==> src/amp_cfg.svh <==
`ifndef AMP_CFG_SVH
`define AMP_CFG_SVH

//////////////////////////////////////////////////////////////////////
// SPI link timing
//////////////////////////////////////////////////////////////////////

// AMP_CS cycles per sck half period
// The receiver needs at least 3 to turn dout around before the next rising edge
`define AMP_SCK_DIV 4
// Bits per frame, gain A nibble first
`define AMP_FRAME_BITS 8
// Length of the shdn high pulse in AMP_CS cycles
`define AMP_SHDN_CYCLES 16

//////////////////////////////////////////////////////////////////////
// AXI4-Lite register map
//////////////////////////////////////////////////////////////////////

`define AMP_AXIL_ADDR_W 4
`define AMP_AXIL_DATA_W 32
`define AMP_ADDR_GAIN 4'h0
`define AMP_ADDR_CMD 4'h4
`define AMP_ADDR_STATUS 4'h8

`endif

==> src/amp_pkg.sv <==
package amp_pkg;

	// Gain code of one channel, only 1 to 7 are legal
	typedef logic [3:0] gain_code_t;

	// One SPI frame as it goes out on mosi, MSB first
	typedef struct packed {
		gain_code_t gain_a;
		gain_code_t gain_b;
	} amp_frame_t;

	// Result of the last chip select window seen by the amplifier
	typedef enum logic [2:0] {
		st_none     = 3'd0,
		st_ok       = 3'd1,
		st_no_reset = 3'd2,
		st_short    = 3'd3,
		st_long     = 3'd4,
		st_bad_code = 3'd5
	} frame_status_t;

	// Request from the register block to the SPI master
	typedef enum logic {
		cmd_frame    = 1'b0,
		cmd_shutdown = 1'b1
	} amp_cmd_t;

	// STATUS word
	// gain_a [23:20], gain_b [19:16], readback [15:8], frame_status [6:4], busy [0]
	typedef struct packed {
		logic [7:0]    rsvd_hi;
		gain_code_t    gain_a;
		gain_code_t    gain_b;
		amp_frame_t    readback;
		logic          rsvd_mid;
		frame_status_t frame_status;
		logic [2:0]    rsvd_lo;
		logic          busy;
	} amp_status_t;

endpackage

==> src/spi_amp_if.sv <==
`timescale 1ns/1ps

interface spi_amp_if;

	// Serial clock, idles low between frames
	logic sck;
	// Data towards the amplifier, changes on falling sck
	logic mosi;
	// Chip select, low for exactly one frame
	logic cs_n;
	// Shutdown line, a full pulse arms the amplifier
	logic shdn;
	// Previously held setting shifted back, changes on falling sck
	logic dout;

	// Controller side of the link
	modport master (
		output sck,
		output mosi,
		output cs_n,
		output shdn,
		input  dout
	);

	// Amplifier side of the link
	modport amp (
		input  sck,
		input  mosi,
		input  cs_n,
		input  shdn,
		output dout
	);

endinterface

==> src/amp_axil_regs.sv <==
`timescale 1ns/1ps
`include "amp_cfg.svh"

module amp_axil_regs (
	input  logic                          AMP_CS,
	input  logic                          reseted,
	// Write address, data and response
	input  logic [`AMP_AXIL_ADDR_W-1:0]   awaddr,
	input  logic                          awvalid,
	output logic                          awready,
	input  logic [`AMP_AXIL_DATA_W-1:0]   wdata,
	input  logic [`AMP_AXIL_DATA_W/8-1:0] wstrb,
	input  logic                          wvalid,
	output logic                          wready,
	output logic [1:0]                    bresp,
	output logic                          bvalid,
	input  logic                          bready,
	// Read address and data
	input  logic [`AMP_AXIL_ADDR_W-1:0]   araddr,
	input  logic                          arvalid,
	output logic                          arready,
	output logic [`AMP_AXIL_DATA_W-1:0]   rdata,
	output logic [1:0]                    rresp,
	output logic                          rvalid,
	input  logic                          rready,
	// SPI master and receiver side
	output logic                          start,
	output amp_pkg::amp_cmd_t             cmd,
	output amp_pkg::amp_frame_t           gain_word,
	input  logic                          busy,
	input  amp_pkg::amp_frame_t           readback,
	input  amp_pkg::frame_status_t        frame_status,
	input  amp_pkg::gain_code_t           gain_a,
	input  amp_pkg::gain_code_t           gain_b
);

	localparam int DW = `AMP_AXIL_DATA_W;
	localparam logic [1:0] RESP_OKAY = 2'b00;
	localparam logic [1:0] RESP_SLVERR = 2'b10;

	logic wr_ready_q;
	logic wr_fire;
	logic rd_fire;
	logic wr_mapped;
	logic rd_mapped;
	amp_pkg::amp_status_t status_word;

	//////////////////////////////////////////////////////////////////////
	// Write channel
	//////////////////////////////////////////////////////////////////////

	// AW and W are taken together in one beat
	assign awready = wr_ready_q;
	assign wready = wr_ready_q;
	assign wr_fire = wr_ready_q & awvalid & wvalid;
	// STATUS is read only, writes to it are ignored
	assign wr_mapped = (awaddr == `AMP_ADDR_GAIN) || (awaddr == `AMP_ADDR_CMD) ||
		(awaddr == `AMP_ADDR_STATUS);

	always_ff @(posedge AMP_CS) begin
		if (reseted) begin
			wr_ready_q <= 1'b0;
			bvalid <= 1'b0;
			start <= 1'b0;
		end else begin
			// One-cycle ready, held off while a response waits or the master works
			wr_ready_q <= awvalid & wvalid & ~wr_ready_q & ~bvalid & ~busy & ~start;
			// Bit 0 asks for a frame, bit 1 for a shutdown pulse
			start <= wr_fire & (awaddr == `AMP_ADDR_CMD) & wstrb[0] & (wdata[0] | wdata[1]);
			if (wr_fire)
				bvalid <= 1'b1;
			else if (bready)
				bvalid <= 1'b0;
		end
	end

	// GAIN register, low byte only
	always_ff @(posedge AMP_CS) begin
		if (reseted)
			gain_word <= '0;
		else if (wr_fire && awaddr == `AMP_ADDR_GAIN && wstrb[0])
			gain_word <= amp_pkg::amp_frame_t'(wdata[7:0]);
	end

	// Shutdown wins if both command bits are set
	always_ff @(posedge AMP_CS) begin
		if (wr_fire) begin
			bresp <= wr_mapped ? RESP_OKAY : RESP_SLVERR;
			cmd <= wdata[1] ? amp_pkg::cmd_shutdown : amp_pkg::cmd_frame;
		end
	end

	//////////////////////////////////////////////////////////////////////
	// Read channel
	//////////////////////////////////////////////////////////////////////

	assign rd_fire = arready & arvalid;
	assign rd_mapped = (araddr == `AMP_ADDR_GAIN) || (araddr == `AMP_ADDR_CMD) ||
		(araddr == `AMP_ADDR_STATUS);

	always_comb begin
		status_word = '0;
		status_word.busy = busy;
		status_word.frame_status = frame_status;
		status_word.readback = readback;
		status_word.gain_a = gain_a;
		status_word.gain_b = gain_b;
	end

	// Ready idles high whenever no read data is pending
	always_ff @(posedge AMP_CS) begin
		if (reseted) begin
			arready <= 1'b0;
			rvalid <= 1'b0;
		end else if (rd_fire) begin
			arready <= 1'b0;
			rvalid <= 1'b1;
		end else if (rvalid) begin
			if (rready) begin
				rvalid <= 1'b0;
				arready <= 1'b1;
			end
		end else begin
			arready <= 1'b1;
		end
	end

	// CMD reads back as zero
	always_ff @(posedge AMP_CS) begin
		if (rd_fire) begin
			rresp <= rd_mapped ? RESP_OKAY : RESP_SLVERR;
			case (araddr)
				`AMP_ADDR_GAIN: rdata <= DW'(gain_word);
				`AMP_ADDR_STATUS: rdata <= DW'(status_word);
				default: rdata <= '0;
			endcase
		end
	end

	// A command is only issued to a master that has gone idle
	start_idle_only: assert property (@(posedge AMP_CS) disable iff (reseted)
		start |-> !busy);

endmodule

==> src/amp_spi_master.sv <==
`timescale 1ns/1ps
`include "amp_cfg.svh"

module amp_spi_master (
	input  logic                AMP_CS,
	input  logic                reseted,
	input  logic                start,
	input  amp_pkg::amp_cmd_t   cmd,
	input  amp_pkg::amp_frame_t gain_word,
	output logic                busy,
	output amp_pkg::amp_frame_t readback,
	spi_amp_if.master           spi
);

	// One counter serves the shdn pulse and the sck half periods
	localparam int CNT_MAX = (`AMP_SHDN_CYCLES > `AMP_SCK_DIV) ? `AMP_SHDN_CYCLES : `AMP_SCK_DIV;
	localparam int CNT_W = $clog2(CNT_MAX + 1);
	localparam int BIT_W = $clog2(`AMP_FRAME_BITS);
	localparam logic [CNT_W-1:0] HALF_LAST = CNT_W'(`AMP_SCK_DIV - 1);
	localparam logic [CNT_W-1:0] SHDN_LAST = CNT_W'(`AMP_SHDN_CYCLES - 1);
	localparam logic [BIT_W-1:0] BIT_LAST = BIT_W'(`AMP_FRAME_BITS - 1);

	typedef enum logic [2:0] {
		idle,
		shdn_pulse,
		select,
		shift,
		deselect
	} state_t;

	state_t state_q;
	logic [CNT_W-1:0] cnt_q;
	logic [BIT_W-1:0] bit_q;
	logic sck_q;
	logic cs_n_q;
	logic shdn_q;
	logic [`AMP_FRAME_BITS-1:0] tx_q;
	logic [`AMP_FRAME_BITS-1:0] rx_q;

	always_ff @(posedge AMP_CS) begin
		if (reseted) begin
			state_q <= idle;
			cnt_q <= '0;
			bit_q <= '0;
			sck_q <= 1'b0;
			cs_n_q <= 1'b1;
			shdn_q <= 1'b0;
			tx_q <= '0;
			rx_q <= '0;
			readback <= '0;
			busy <= 1'b0;
		end else begin
			case (state_q)
				idle: begin
					cnt_q <= '0;
					bit_q <= '0;
					if (start) begin
						busy <= 1'b1;
						if (cmd == amp_pkg::cmd_shutdown) begin
							shdn_q <= 1'b1;
							state_q <= shdn_pulse;
						end else begin
							// First bit is on mosi as soon as cs_n falls
							cs_n_q <= 1'b0;
							tx_q <= gain_word;
							state_q <= select;
						end
					end
				end
				shdn_pulse: begin
					if (cnt_q == SHDN_LAST) begin
						shdn_q <= 1'b0;
						state_q <= deselect;
					end else begin
						cnt_q <= cnt_q + 1'b1;
					end
				end
				// First low half with sck idle
				select: begin
					if (cnt_q == HALF_LAST) begin
						cnt_q <= '0;
						sck_q <= 1'b1;
						rx_q <= {rx_q[`AMP_FRAME_BITS-2:0], spi.dout};
						state_q <= shift;
					end else begin
						cnt_q <= cnt_q + 1'b1;
					end
				end
				shift: begin
					if (cnt_q == HALF_LAST) begin
						cnt_q <= '0;
						if (sck_q) begin
							// Falling edge moves the next bit onto mosi
							sck_q <= 1'b0;
							tx_q <= {tx_q[`AMP_FRAME_BITS-2:0], 1'b0};
							bit_q <= bit_q + 1'b1;
							if (bit_q == BIT_LAST)
								state_q <= deselect;
						end else begin
							sck_q <= 1'b1;
							rx_q <= {rx_q[`AMP_FRAME_BITS-2:0], spi.dout};
						end
					end else begin
						cnt_q <= cnt_q + 1'b1;
					end
				end
				// Hold cs_n low one more half period, then release busy a cycle later
				deselect: begin
					if (cs_n_q) begin
						busy <= 1'b0;
						state_q <= idle;
					end else if (cnt_q == HALF_LAST) begin
						cs_n_q <= 1'b1;
						readback <= amp_pkg::amp_frame_t'(rx_q);
					end else begin
						cnt_q <= cnt_q + 1'b1;
					end
				end
				default: state_q <= idle;
			endcase
		end
	end

	assign spi.sck = sck_q;
	assign spi.cs_n = cs_n_q;
	assign spi.shdn = shdn_q;
	assign spi.mosi = tx_q[`AMP_FRAME_BITS-1];

	// Amplifier never sees a frame while it is held in shutdown
	shdn_excl_cs: assert property (@(posedge AMP_CS) disable iff (reseted)
		!(spi.shdn && !spi.cs_n));
	// sck idles low at the start of every frame so its first edge is rising
	cs_fall_sck_low: assert property (@(posedge AMP_CS) disable iff (reseted)
		$fell(spi.cs_n) |-> !spi.sck);

endmodule

==> src/amp_gain_receiver.sv <==
`timescale 1ns/1ps
`include "amp_cfg.svh"

module amp_gain_receiver (
	input  logic                   AMP_CS,
	input  logic                   reseted,
	spi_amp_if.amp                 spi,
	output amp_pkg::gain_code_t    gain_a,
	output amp_pkg::gain_code_t    gain_b,
	output amp_pkg::frame_status_t frame_status
);

	localparam logic [3:0] FRAME_LEN = 4'(`AMP_FRAME_BITS);

	logic sck_q;
	logic sck_prev_q;
	logic cs_n_q;
	logic cs_n_prev_q;
	logic shdn_q;
	logic shdn_prev_q;
	logic mosi_q;
	logic sck_rise;
	logic sck_fall;
	logic cs_fall;
	logic cs_rise;
	logic shdn_fall;
	logic armed_q;
	logic [3:0] bit_cnt_q;
	logic [`AMP_FRAME_BITS-1:0] in_q;
	logic [`AMP_FRAME_BITS-1:0] out_q;
	amp_pkg::amp_frame_t rx_frame;

	// Legal codes are 1 to 7
	function automatic logic code_ok(input amp_pkg::gain_code_t code);
		return (code != 4'd0) && !code[3];
	endfunction

	//////////////////////////////////////////////////////////////////////
	// Line sampling and edge detection
	//////////////////////////////////////////////////////////////////////

	// Sample stage, then previous value for edges
	always_ff @(posedge AMP_CS) begin
		if (reseted) begin
			sck_q <= 1'b0;
			sck_prev_q <= 1'b0;
			cs_n_q <= 1'b1;
			cs_n_prev_q <= 1'b1;
			shdn_q <= 1'b0;
			shdn_prev_q <= 1'b0;
			mosi_q <= 1'b0;
		end else begin
			sck_q <= spi.sck;
			cs_n_q <= spi.cs_n;
			shdn_q <= spi.shdn;
			mosi_q <= spi.mosi;
			sck_prev_q <= sck_q;
			cs_n_prev_q <= cs_n_q;
			shdn_prev_q <= shdn_q;
		end
	end

	// sck only counts inside a chip select window
	assign sck_rise = sck_q & ~sck_prev_q & ~cs_n_q;
	assign sck_fall = ~sck_q & sck_prev_q & ~cs_n_q;
	assign cs_fall = ~cs_n_q & cs_n_prev_q;
	assign cs_rise = cs_n_q & ~cs_n_prev_q;
	// A falling shdn implies a complete pulse since reset
	assign shdn_fall = ~shdn_q & shdn_prev_q;
	assign rx_frame = amp_pkg::amp_frame_t'(in_q);

	//////////////////////////////////////////////////////////////////////
	// Frame checks and held setting
	//////////////////////////////////////////////////////////////////////

	always_ff @(posedge AMP_CS) begin
		if (reseted) begin
			armed_q <= 1'b0;
			bit_cnt_q <= '0;
			frame_status <= amp_pkg::st_none;
			gain_a <= '0;
			gain_b <= '0;
		end else begin
			if (shdn_fall)
				armed_q <= 1'b1;
			// Saturates so long frames stay long
			if (cs_fall)
				bit_cnt_q <= '0;
			else if (sck_rise && bit_cnt_q != 4'hf)
				bit_cnt_q <= bit_cnt_q + 4'd1;
			if (cs_rise) begin
				if (!armed_q)
					frame_status <= amp_pkg::st_no_reset;
				else if (bit_cnt_q < FRAME_LEN)
					frame_status <= amp_pkg::st_short;
				else if (bit_cnt_q > FRAME_LEN)
					frame_status <= amp_pkg::st_long;
				else if (!code_ok(rx_frame.gain_a) || !code_ok(rx_frame.gain_b))
					frame_status <= amp_pkg::st_bad_code;
				else begin
					frame_status <= amp_pkg::st_ok;
					gain_a <= rx_frame.gain_a;
					gain_b <= rx_frame.gain_b;
				end
			end
		end
	end

	// Shift in on rising sck, shift the held setting out on falling sck
	always_ff @(posedge AMP_CS) begin
		if (sck_rise)
			in_q <= {in_q[`AMP_FRAME_BITS-2:0], mosi_q};
		if (cs_fall)
			out_q <= {gain_a, gain_b};
		else if (sck_fall)
			out_q <= {out_q[`AMP_FRAME_BITS-2:0], 1'b0};
	end

	assign spi.dout = cs_n_q ? 1'b0 : out_q[`AMP_FRAME_BITS-1];

endmodule

==> src/amp_gain_top.sv <==
`timescale 1ns/1ps
`include "amp_cfg.svh"

module amp_gain_top (
	input  logic                          AMP_CS,
	input  logic                          reseted,
	// AXI4-Lite slave
	input  logic [`AMP_AXIL_ADDR_W-1:0]   awaddr,
	input  logic                          awvalid,
	output logic                          awready,
	input  logic [`AMP_AXIL_DATA_W-1:0]   wdata,
	input  logic [`AMP_AXIL_DATA_W/8-1:0] wstrb,
	input  logic                          wvalid,
	output logic                          wready,
	output logic [1:0]                    bresp,
	output logic                          bvalid,
	input  logic                          bready,
	input  logic [`AMP_AXIL_ADDR_W-1:0]   araddr,
	input  logic                          arvalid,
	output logic                          arready,
	output logic [`AMP_AXIL_DATA_W-1:0]   rdata,
	output logic [1:0]                    rresp,
	output logic                          rvalid,
	input  logic                          rready,
	// Gains latched by the amplifier
	output amp_pkg::gain_code_t           gain_a,
	output amp_pkg::gain_code_t           gain_b,
	// Amplifier pins
	output logic                          sck,
	output logic                          mosi,
	output logic                          cs_n,
	output logic                          shdn
);

	logic start;
	logic busy;
	amp_pkg::amp_cmd_t cmd;
	amp_pkg::amp_frame_t gain_word;
	amp_pkg::amp_frame_t readback;
	amp_pkg::frame_status_t frame_status;

	spi_amp_if spi_bus ();

	// Port names match the top one to one
	amp_axil_regs amp_axil_regs_inst (.*);

	amp_spi_master amp_spi_master_inst (
		.AMP_CS    (AMP_CS),
		.reseted   (reseted),
		.start     (start),
		.cmd       (cmd),
		.gain_word (gain_word),
		.busy      (busy),
		.readback  (readback),
		.spi       (spi_bus.master)
	);

	// On-chip emulation of the amplifier
	amp_gain_receiver amp_gain_receiver_inst (
		.AMP_CS       (AMP_CS),
		.reseted      (reseted),
		.spi          (spi_bus.amp),
		.gain_a       (gain_a),
		.gain_b       (gain_b),
		.frame_status (frame_status)
	);

	assign sck = spi_bus.sck;
	assign mosi = spi_bus.mosi;
	assign cs_n = spi_bus.cs_n;
	assign shdn = spi_bus.shdn;

endmodule

==> config.mk <==
export PLATFORM = sky130hd
export DESIGN_NAME = amp_gain_top
export DESIGN_NICKNAME = d
export VERILOG_FILES = /design/src/amp_pkg.sv /design/src/spi_amp_if.sv /design/src/amp_axil_regs.sv /design/src/amp_spi_master.sv /design/src/amp_gain_receiver.sv /design/src/amp_gain_top.sv
export VERILOG_INCLUDE_DIRS = /design/src /design/src/src
export SDC_FILE = /design/constraint.sdc
export NUM_CORES = 1
export LEC_CHECK = 0
export BUFFER_PORTS_ARGS = -buffer_cell sky130_fd_sc_hd__buf_2
export CAP_MARGIN = 20
export CORE_ASPECT_RATIO = 0.75
export CORE_MARGIN = 1
export CORE_UTILIZATION = 40
export CTS_BUF_LIST = sky130_fd_sc_hd__clkbuf_4 sky130_fd_sc_hd__clkbuf_8
export CTS_CLUSTER_DIAMETER = 50
export DETAILED_ROUTE_END_ITERATION = 10
export PLACE_DENSITY = 0.72
export SKIP_LAST_GASP = 1
export SYNTH_ARGS = -nofsm -noshare
export SYNTH_HDL_FRONTEND = slang
export SYNTH_HIERARCHICAL = 1
export SYNTH_SLANG_ARGS = --single-unit
==> constraint.sdc <==
create_clock -name AMP_CS -period 3.5 [get_ports AMP_CS]
set_clock_uncertainty 0.05 [all_clocks]
set_input_delay 0.875 -clock AMP_CS [delete_from_list [all_inputs] [get_ports AMP_CS]]
set_output_delay 0.875 -clock AMP_CS [all_outputs]
set_load 0.01 [all_outputs]
# After elaboration in Yosys (flattened, before gate mapping)
# Index checks and enable logic that the tools add are counted.
# word_totals
register_bits,128
input_bits,51
output_inout_bits,53
elab_cells,199
# op_classes
addsub,3
order_cmp,2
n_eq_ne,26
muxes,60
bitwise_logic,32
n_reduce_logical,40
# op_table
operator,n
8-bit 2-to-1 mux,9
24-bit case mux with 2 select lines,1
3-bit 2-to-1 mux,13
8-bit case mux with 2 select lines,2
1-bit 2-to-1 mux,21
5-bit 2-to-1 mux,4
5-bit case mux with 4 select lines,1
1-bit AND,18
2-bit != test (second input constant),8
3-bit case mux with 5 select lines,1
3-bit AND reduction,5
1-bit inverter,13
2-bit by 1-bit != test with 1-bit output (second input constant),6
4-bit AND reduction,3
2-bit nonzero test,6
4-bit nonzero test,3
5-bit AND reduction,2
4-bit by 3-bit equality test with 1-bit output (second input constant),2
4-bit equality test (second input constant),2
4-bit zero test,2
1-bit case mux with 2 select lines,4
7-bit AND reduction,1
3-bit by 2-bit equality test with 1-bit output (second input constant),2
3-bit equality test (second input constant),2
other kinds (17),32

# Longest topological paths before layout
# logic_depth
depth_word,8
ltp_mapped,7

# Modules after synthesis
# The synthesis kept the hierarchy.
# by_module_without_submodules
mod,n_inst,cells_per_inst,area_per_inst_um2,seq_area_each_um2
amp_spi_master,1,199,1880.6,780.7
amp_axil_regs,1,129,1726.7,1071.0
amp_gain_receiver,1,149,1571.5,940.9

# Worst setup path before layout
# Ideal clock, no wire load.
# synth_timing
path_kind,input to register
start,input port awaddr[1]
end,register amp_axil_regs_inst/gain_word[0] (netlist name)
arrival_ns,1.785
path_slack_ns,1.533
path_stages,4
path_buffers,1
path_cell_list,or4b_4 > buf_6 > o31ai_2 > a21oi_1
# synth_between
elab_chain_len,3
# synth_rtl
element,line,text
start: declaration,amp_gain_top.sv:8,"input logic [`AMP_AXIL_ADDR_W-1:0] awaddr,"
4-bit zero test (no source line),--,
1-bit logical AND (no source line),--,
1-bit logical AND,amp_axil_regs.sv:81,else if (wr_fire && awaddr == `AMP_ADDR_GAIN && wstrb[0])
# No other way between the ends.
# A chain may end at the register's enable or synchronous reset.

# Worst setup path after layout
# layout_timing
start,register amp_spi_master_inst.state_q[0]
end,register amp_spi_master_inst.tx_q[3]
# layout_between
elab_chain_len,3
word_cells_on_any_way,9
cone_classes,5 x eq/ne; 1 x mux; 3 x reduce/logical
# layout_rtl
element,line,text
start: declaration,amp_spi_master.sv:31,state_t state_q;
start signal: assignment,amp_spi_master.sv:42,state_q <= idle;
start signal: assignment,amp_spi_master.sv:61,state_q <= shdn_pulse;
start signal: assignment,amp_spi_master.sv:66,state_q <= select;
3-bit by 2-bit equality test with 1-bit output / 3-bit zero test (equally long branches),amp_spi_master.sv:53,case (state_q)
"2-bit by 1-bit != test with 1-bit output (no source line), or another cell as far along",--,
5-bit AND reduction (no source line),--,
end signal: assignment,amp_spi_master.sv:65,tx_q <= gain_word;
end signal: assignment,amp_spi_master.sv:95,"tx_q <= {tx_q[`AMP_FRAME_BITS-2:0], 1'b0};"
end: declaration,amp_spi_master.sv:37,logic [`AMP_FRAME_BITS-1:0] tx_q;
# Parallel ways exist; a longest one is shown, timed or not.

==> results.txt <==
----------------------------------------------------
[Run status]
  Outcome ... finished, final reports clean

[Timing]
  Worst Max-Slew Pin Slew ... 0.977 ns
  Max Freq ... 0.404 GHz
  RSZ-0062 raised after global routing ... false
  Final Hold Violating Endpoints ... 0
  Tmin final ... 2.47 ns
  Fraction of the cycle the final worst path needs ... 0.707
  Setup Viol. Count Final ... 0
  Slew Limit Fails ... 0
  Slew Limit Headroom ... 0.344
  Post-Route Setup TNS ... 0 ns
  Setup slack after layout ... about 1.0 ns

[Clocking]
  Buffer count from post-CTS setup fixing ... 0
  Clock tree sinks ... 118
  Post-cts resize count ... 0
  H-tree Lvls ... 4
  CTS Root Cell ... clkbuf_8
  Number of clock buffers inserted by TritonCTS ... 17
  Maximum number of buffers from clock root to sink ... 2
  Clock latency on the worst-skew pair ... 0.44 ns
  CTS Hold Bufs ... 0
  TritonCTS clock tree ... built
  Clock transition at the registers of the reported paths ... 0.07 ns

[Synthesis]
  Xor/xnor share of the synthesized area ... 0.00169
  Fraction of synthesized area in multiplexers ... 0.0524
  Number of flops mapped to enable cells by yosys ... 43
  Mapped cell area ... 5180 µm²
  Synth Instances ... 477
  Post-synthesis adder-cell area fraction ... 0.0145
  Synth warnings ... 6
  Flop and latch count out of synthesis ... between 100 and 150
  Most instantiated flip-flop cell in the synthesis netlist ... dfxtp_1
  Proportion of synthesized flip-flops having asynchronous set or reset ... 0
  Basic-gate share of the synthesized area counting and, or, nand and nor cells ... 0.195
  Seq/Total Area, Yosys ... 0.539
  Netlist cell types ... 64
  Mean area per synthesized cell ... around 11 µm²
  Largest family of logic cells by synthesized area ... simple AND/OR/NAND/NOR gates
  Compound-Gate Fraction of Synth Area ... 0.140

[Worst setup path]
  Critical path class ... register to register
  Startpoint type of the worst setup path ... register
  Series of cell instances along the critical path ... nand3b_1, or2_1, a21oi_1, a311oi_2
  Maximum single-stage delay on the critical path ... 0.70 ns
  CP Max Fanout ... 17
  Worst Setup End Kind ... register
  Combined buffer and inverter count along the critical path ... 0
  Worst path arrival time ... 2.70 ns
  Critical Path Slowest Stage Cell ... dfxtp_1
  Data required time at the worst endpoint ... around 3.7 ns
  Family of cells with the greatest summed delay on the critical path ... simple AND/OR/NAND/NOR gates

[Global routing]
  Maximum number of pins on one net before global-route repair ... 50
  Overall routing resource usage ... 0.169
  Number of antenna violations at the first check in global routing ... 0
  Global-route wire length before repair ... 17600 µm
  Number of global-route vias before repair ... 3556
  GR Overflow Total ... 0

[Finish]
  Antenna diode instance count ... 0
  Area added between synthesis and finish ... 15.0%
  Fillers ... 1181
  Total Nets Final ... 595
  Fraction of layout cells with a size suffix above 1 ... 0.221

[Placed design]
  Detailed placement HPWL ... 7280 µm
  DP Worst Slack ... 1.04 ns
  IO Port Bufs ... 66
  Routability cong. ... between 0.7 and 0.8

[Floorplan]
  Die boundary height ... roughly 100 µm
  Number of cell rows ... 35
  Starting Density ... 0.416
  Die width ... between 100 and 150 µm
  DIE AREA ... 13400 µm²
  Core Region ... 12400 µm²
  Io pins ... 104

[Power and ir drop]
  Leakage component of the power ... 2.34 nW
  Power per Cell Area ... 462 nW/µm²
  IR Drop Worst-Case VDD ... 240 µV

[Routing]
  Initial DRT Pass Iterations ... 4
  Routed wire per std cell ... 14.8 µm
  Routed wire length ... 10600 µm
  Post-route DRC ... 0
  Number of violations reported at the end of detailed-routing iteration 0 ... ~250
  Vias post-DR ... 3749
  Post-detailed-route via-to-cell ratio ... ~5.2
  Post-detailed-route count of antenna-violating nets ... 0

[Flow run]
  MaxCap Viol Count ... 0

[Worst hold path]
  Hold Path Class ... register to register

----------------------------------------------------
[layer usage]
metal | share of wire | GRT usage | routed length (µm) | vias up
li1 | - | - | - | 1839
met1 | 0.48 | 0.217 | 5120 | 1786
met2 | 0.45 | 0.269 | 4740 | 107
met3 | 0.051 | 0.0402 | 541 | 17
met4 | 0.018 | 0.0830 | 195 | 0
met5 | 0 | 0 | 0 | -
[metrics by stage]
stage / utilization / instances / power (mW) / cell area, µm² / hold WS [ns]
after floorplan: - / 486 / 1.52 / 5210 / 0.336
after global placement: 0.448 / 685 / 1.54 / 5570 / 0.346
after detailed placement: 0.448 / 685 / 1.55 / 5570 / 0.344
after CTS: 0.479 / 717 / 2.77 / 5960 / 0.364
after global routing: 0.479 / 717 / 2.85 / 5960 / 0.395
final: 0.479 / 717 / 2.75 / 5960 / 0.362
[worst paths after layout]
kind                                                    start                                        to  slack, ns  depth (start not counted)
setup / recovery  amp_spi_master_inst/state_q[0]$_SDFFE_PP0P_  amp_spi_master_inst/tx_q[3]$_SDFFE_PP0P_       1.03                          4
hold / removal       amp_gain_receiver_inst/mosi_q$_SDFF_PP0_  amp_gain_receiver_inst/in_q[0]$_DFFE_PP_       0.36                          0
setup reg to reg  amp_spi_master_inst/state_q[0]$_SDFFE_PP0P_  amp_spi_master_inst/tx_q[3]$_SDFFE_PP0P_       1.03                          4
hold reg to reg      amp_gain_receiver_inst/mosi_q$_SDFF_PP0_  amp_gain_receiver_inst/in_q[0]$_DFFE_PP_       0.36                          0
[Yosys cell counts, drive strengths merged (7+ instances only)]
master  number  area [µm²]
nor2b        7        43.8
clkbuf      15        56.3
inv         16        60.1
nand2b      11        68.8
edfxtp      43        1290
mux2i       26         260
nand4b      10        87.6
nand2       35         131
a21oi       43         215
o31ai       10         124
nor3         7        35.0
nand3       11        55.1
nor2        29         109
dfxtp       75        1500
buf         23         171
a311oi       8        88.8
and2        22         138
[report_power, final]
part / switching, mW / internal, mW
clock network: 0.534 / 0.703
registers: 0.00433 / 1.43
logic: 0.0548 / 0.0281
total: 0.593 / 2.16
[sequential cells by signal (all words and copies together) (netlist names), 4 cells and up]
name,flops
amp_gain_receiver_inst/in_q,8
amp_axil_regs_inst/rdata,24
amp_gain_receiver_inst/out_q,8
amp_axil_regs_inst/gain_word,8
amp_gain_receiver_inst/gain_b,4
amp_spi_master_inst/tx_q,8
amp_spi_master_inst/readback,8
amp_spi_master_inst/rx_q,8
amp_spi_master_inst/cnt_q,5
amp_gain_receiver_inst/bit_cnt_q,4
amp_gain_receiver_inst/gain_a,4
[logic make-up (layout without fill, tap and decap cells)]
kind of cell,count (synthesis),in the layout
AO/OA/AOI/OAI,97,97
XOR/XNOR,1,1
adder cells (fa/ha/maj),6,6
buffers and inverters,55,120
flip-flops,118,118
multiplexers,27,27
other,1,10
AND/OR/NAND/NOR,172,172
[final cells by class]
cell class | instances | area (µm²) | share of cell area
repair buffers | 71 | 368 | 0.0618
clock inverters | 13 | 140 | 0.0235
well taps | 166 | 208 | 0.0349
multi-input cells | 313 | 2130 | 0.358
inverters | 17 | 63.8 | 0.0107
flip-flops and latches | 118 | 2790 | 0.469
clock buffers | 19 | 249 | 0.0418
[layout by cell type (no fill, tap or decap), drive strengths merged, types with 6 or more instances in the layout]
cell type and instances:
a21oi 43, a311oi 8, and2 22, buf 71
clkbuf 19, clkinv 9, conb 10, dfxtp 75
edfxtp 43, ha 6, inv 16, mux2i 26
nand2 35, nand2b 11, nand3 11, nand4 6
nand4b 10, nor2 29, nor2b 7, nor3 7
o21ai 6, o31ai 10, or3 6
Power figures use the tool's default switching activity.
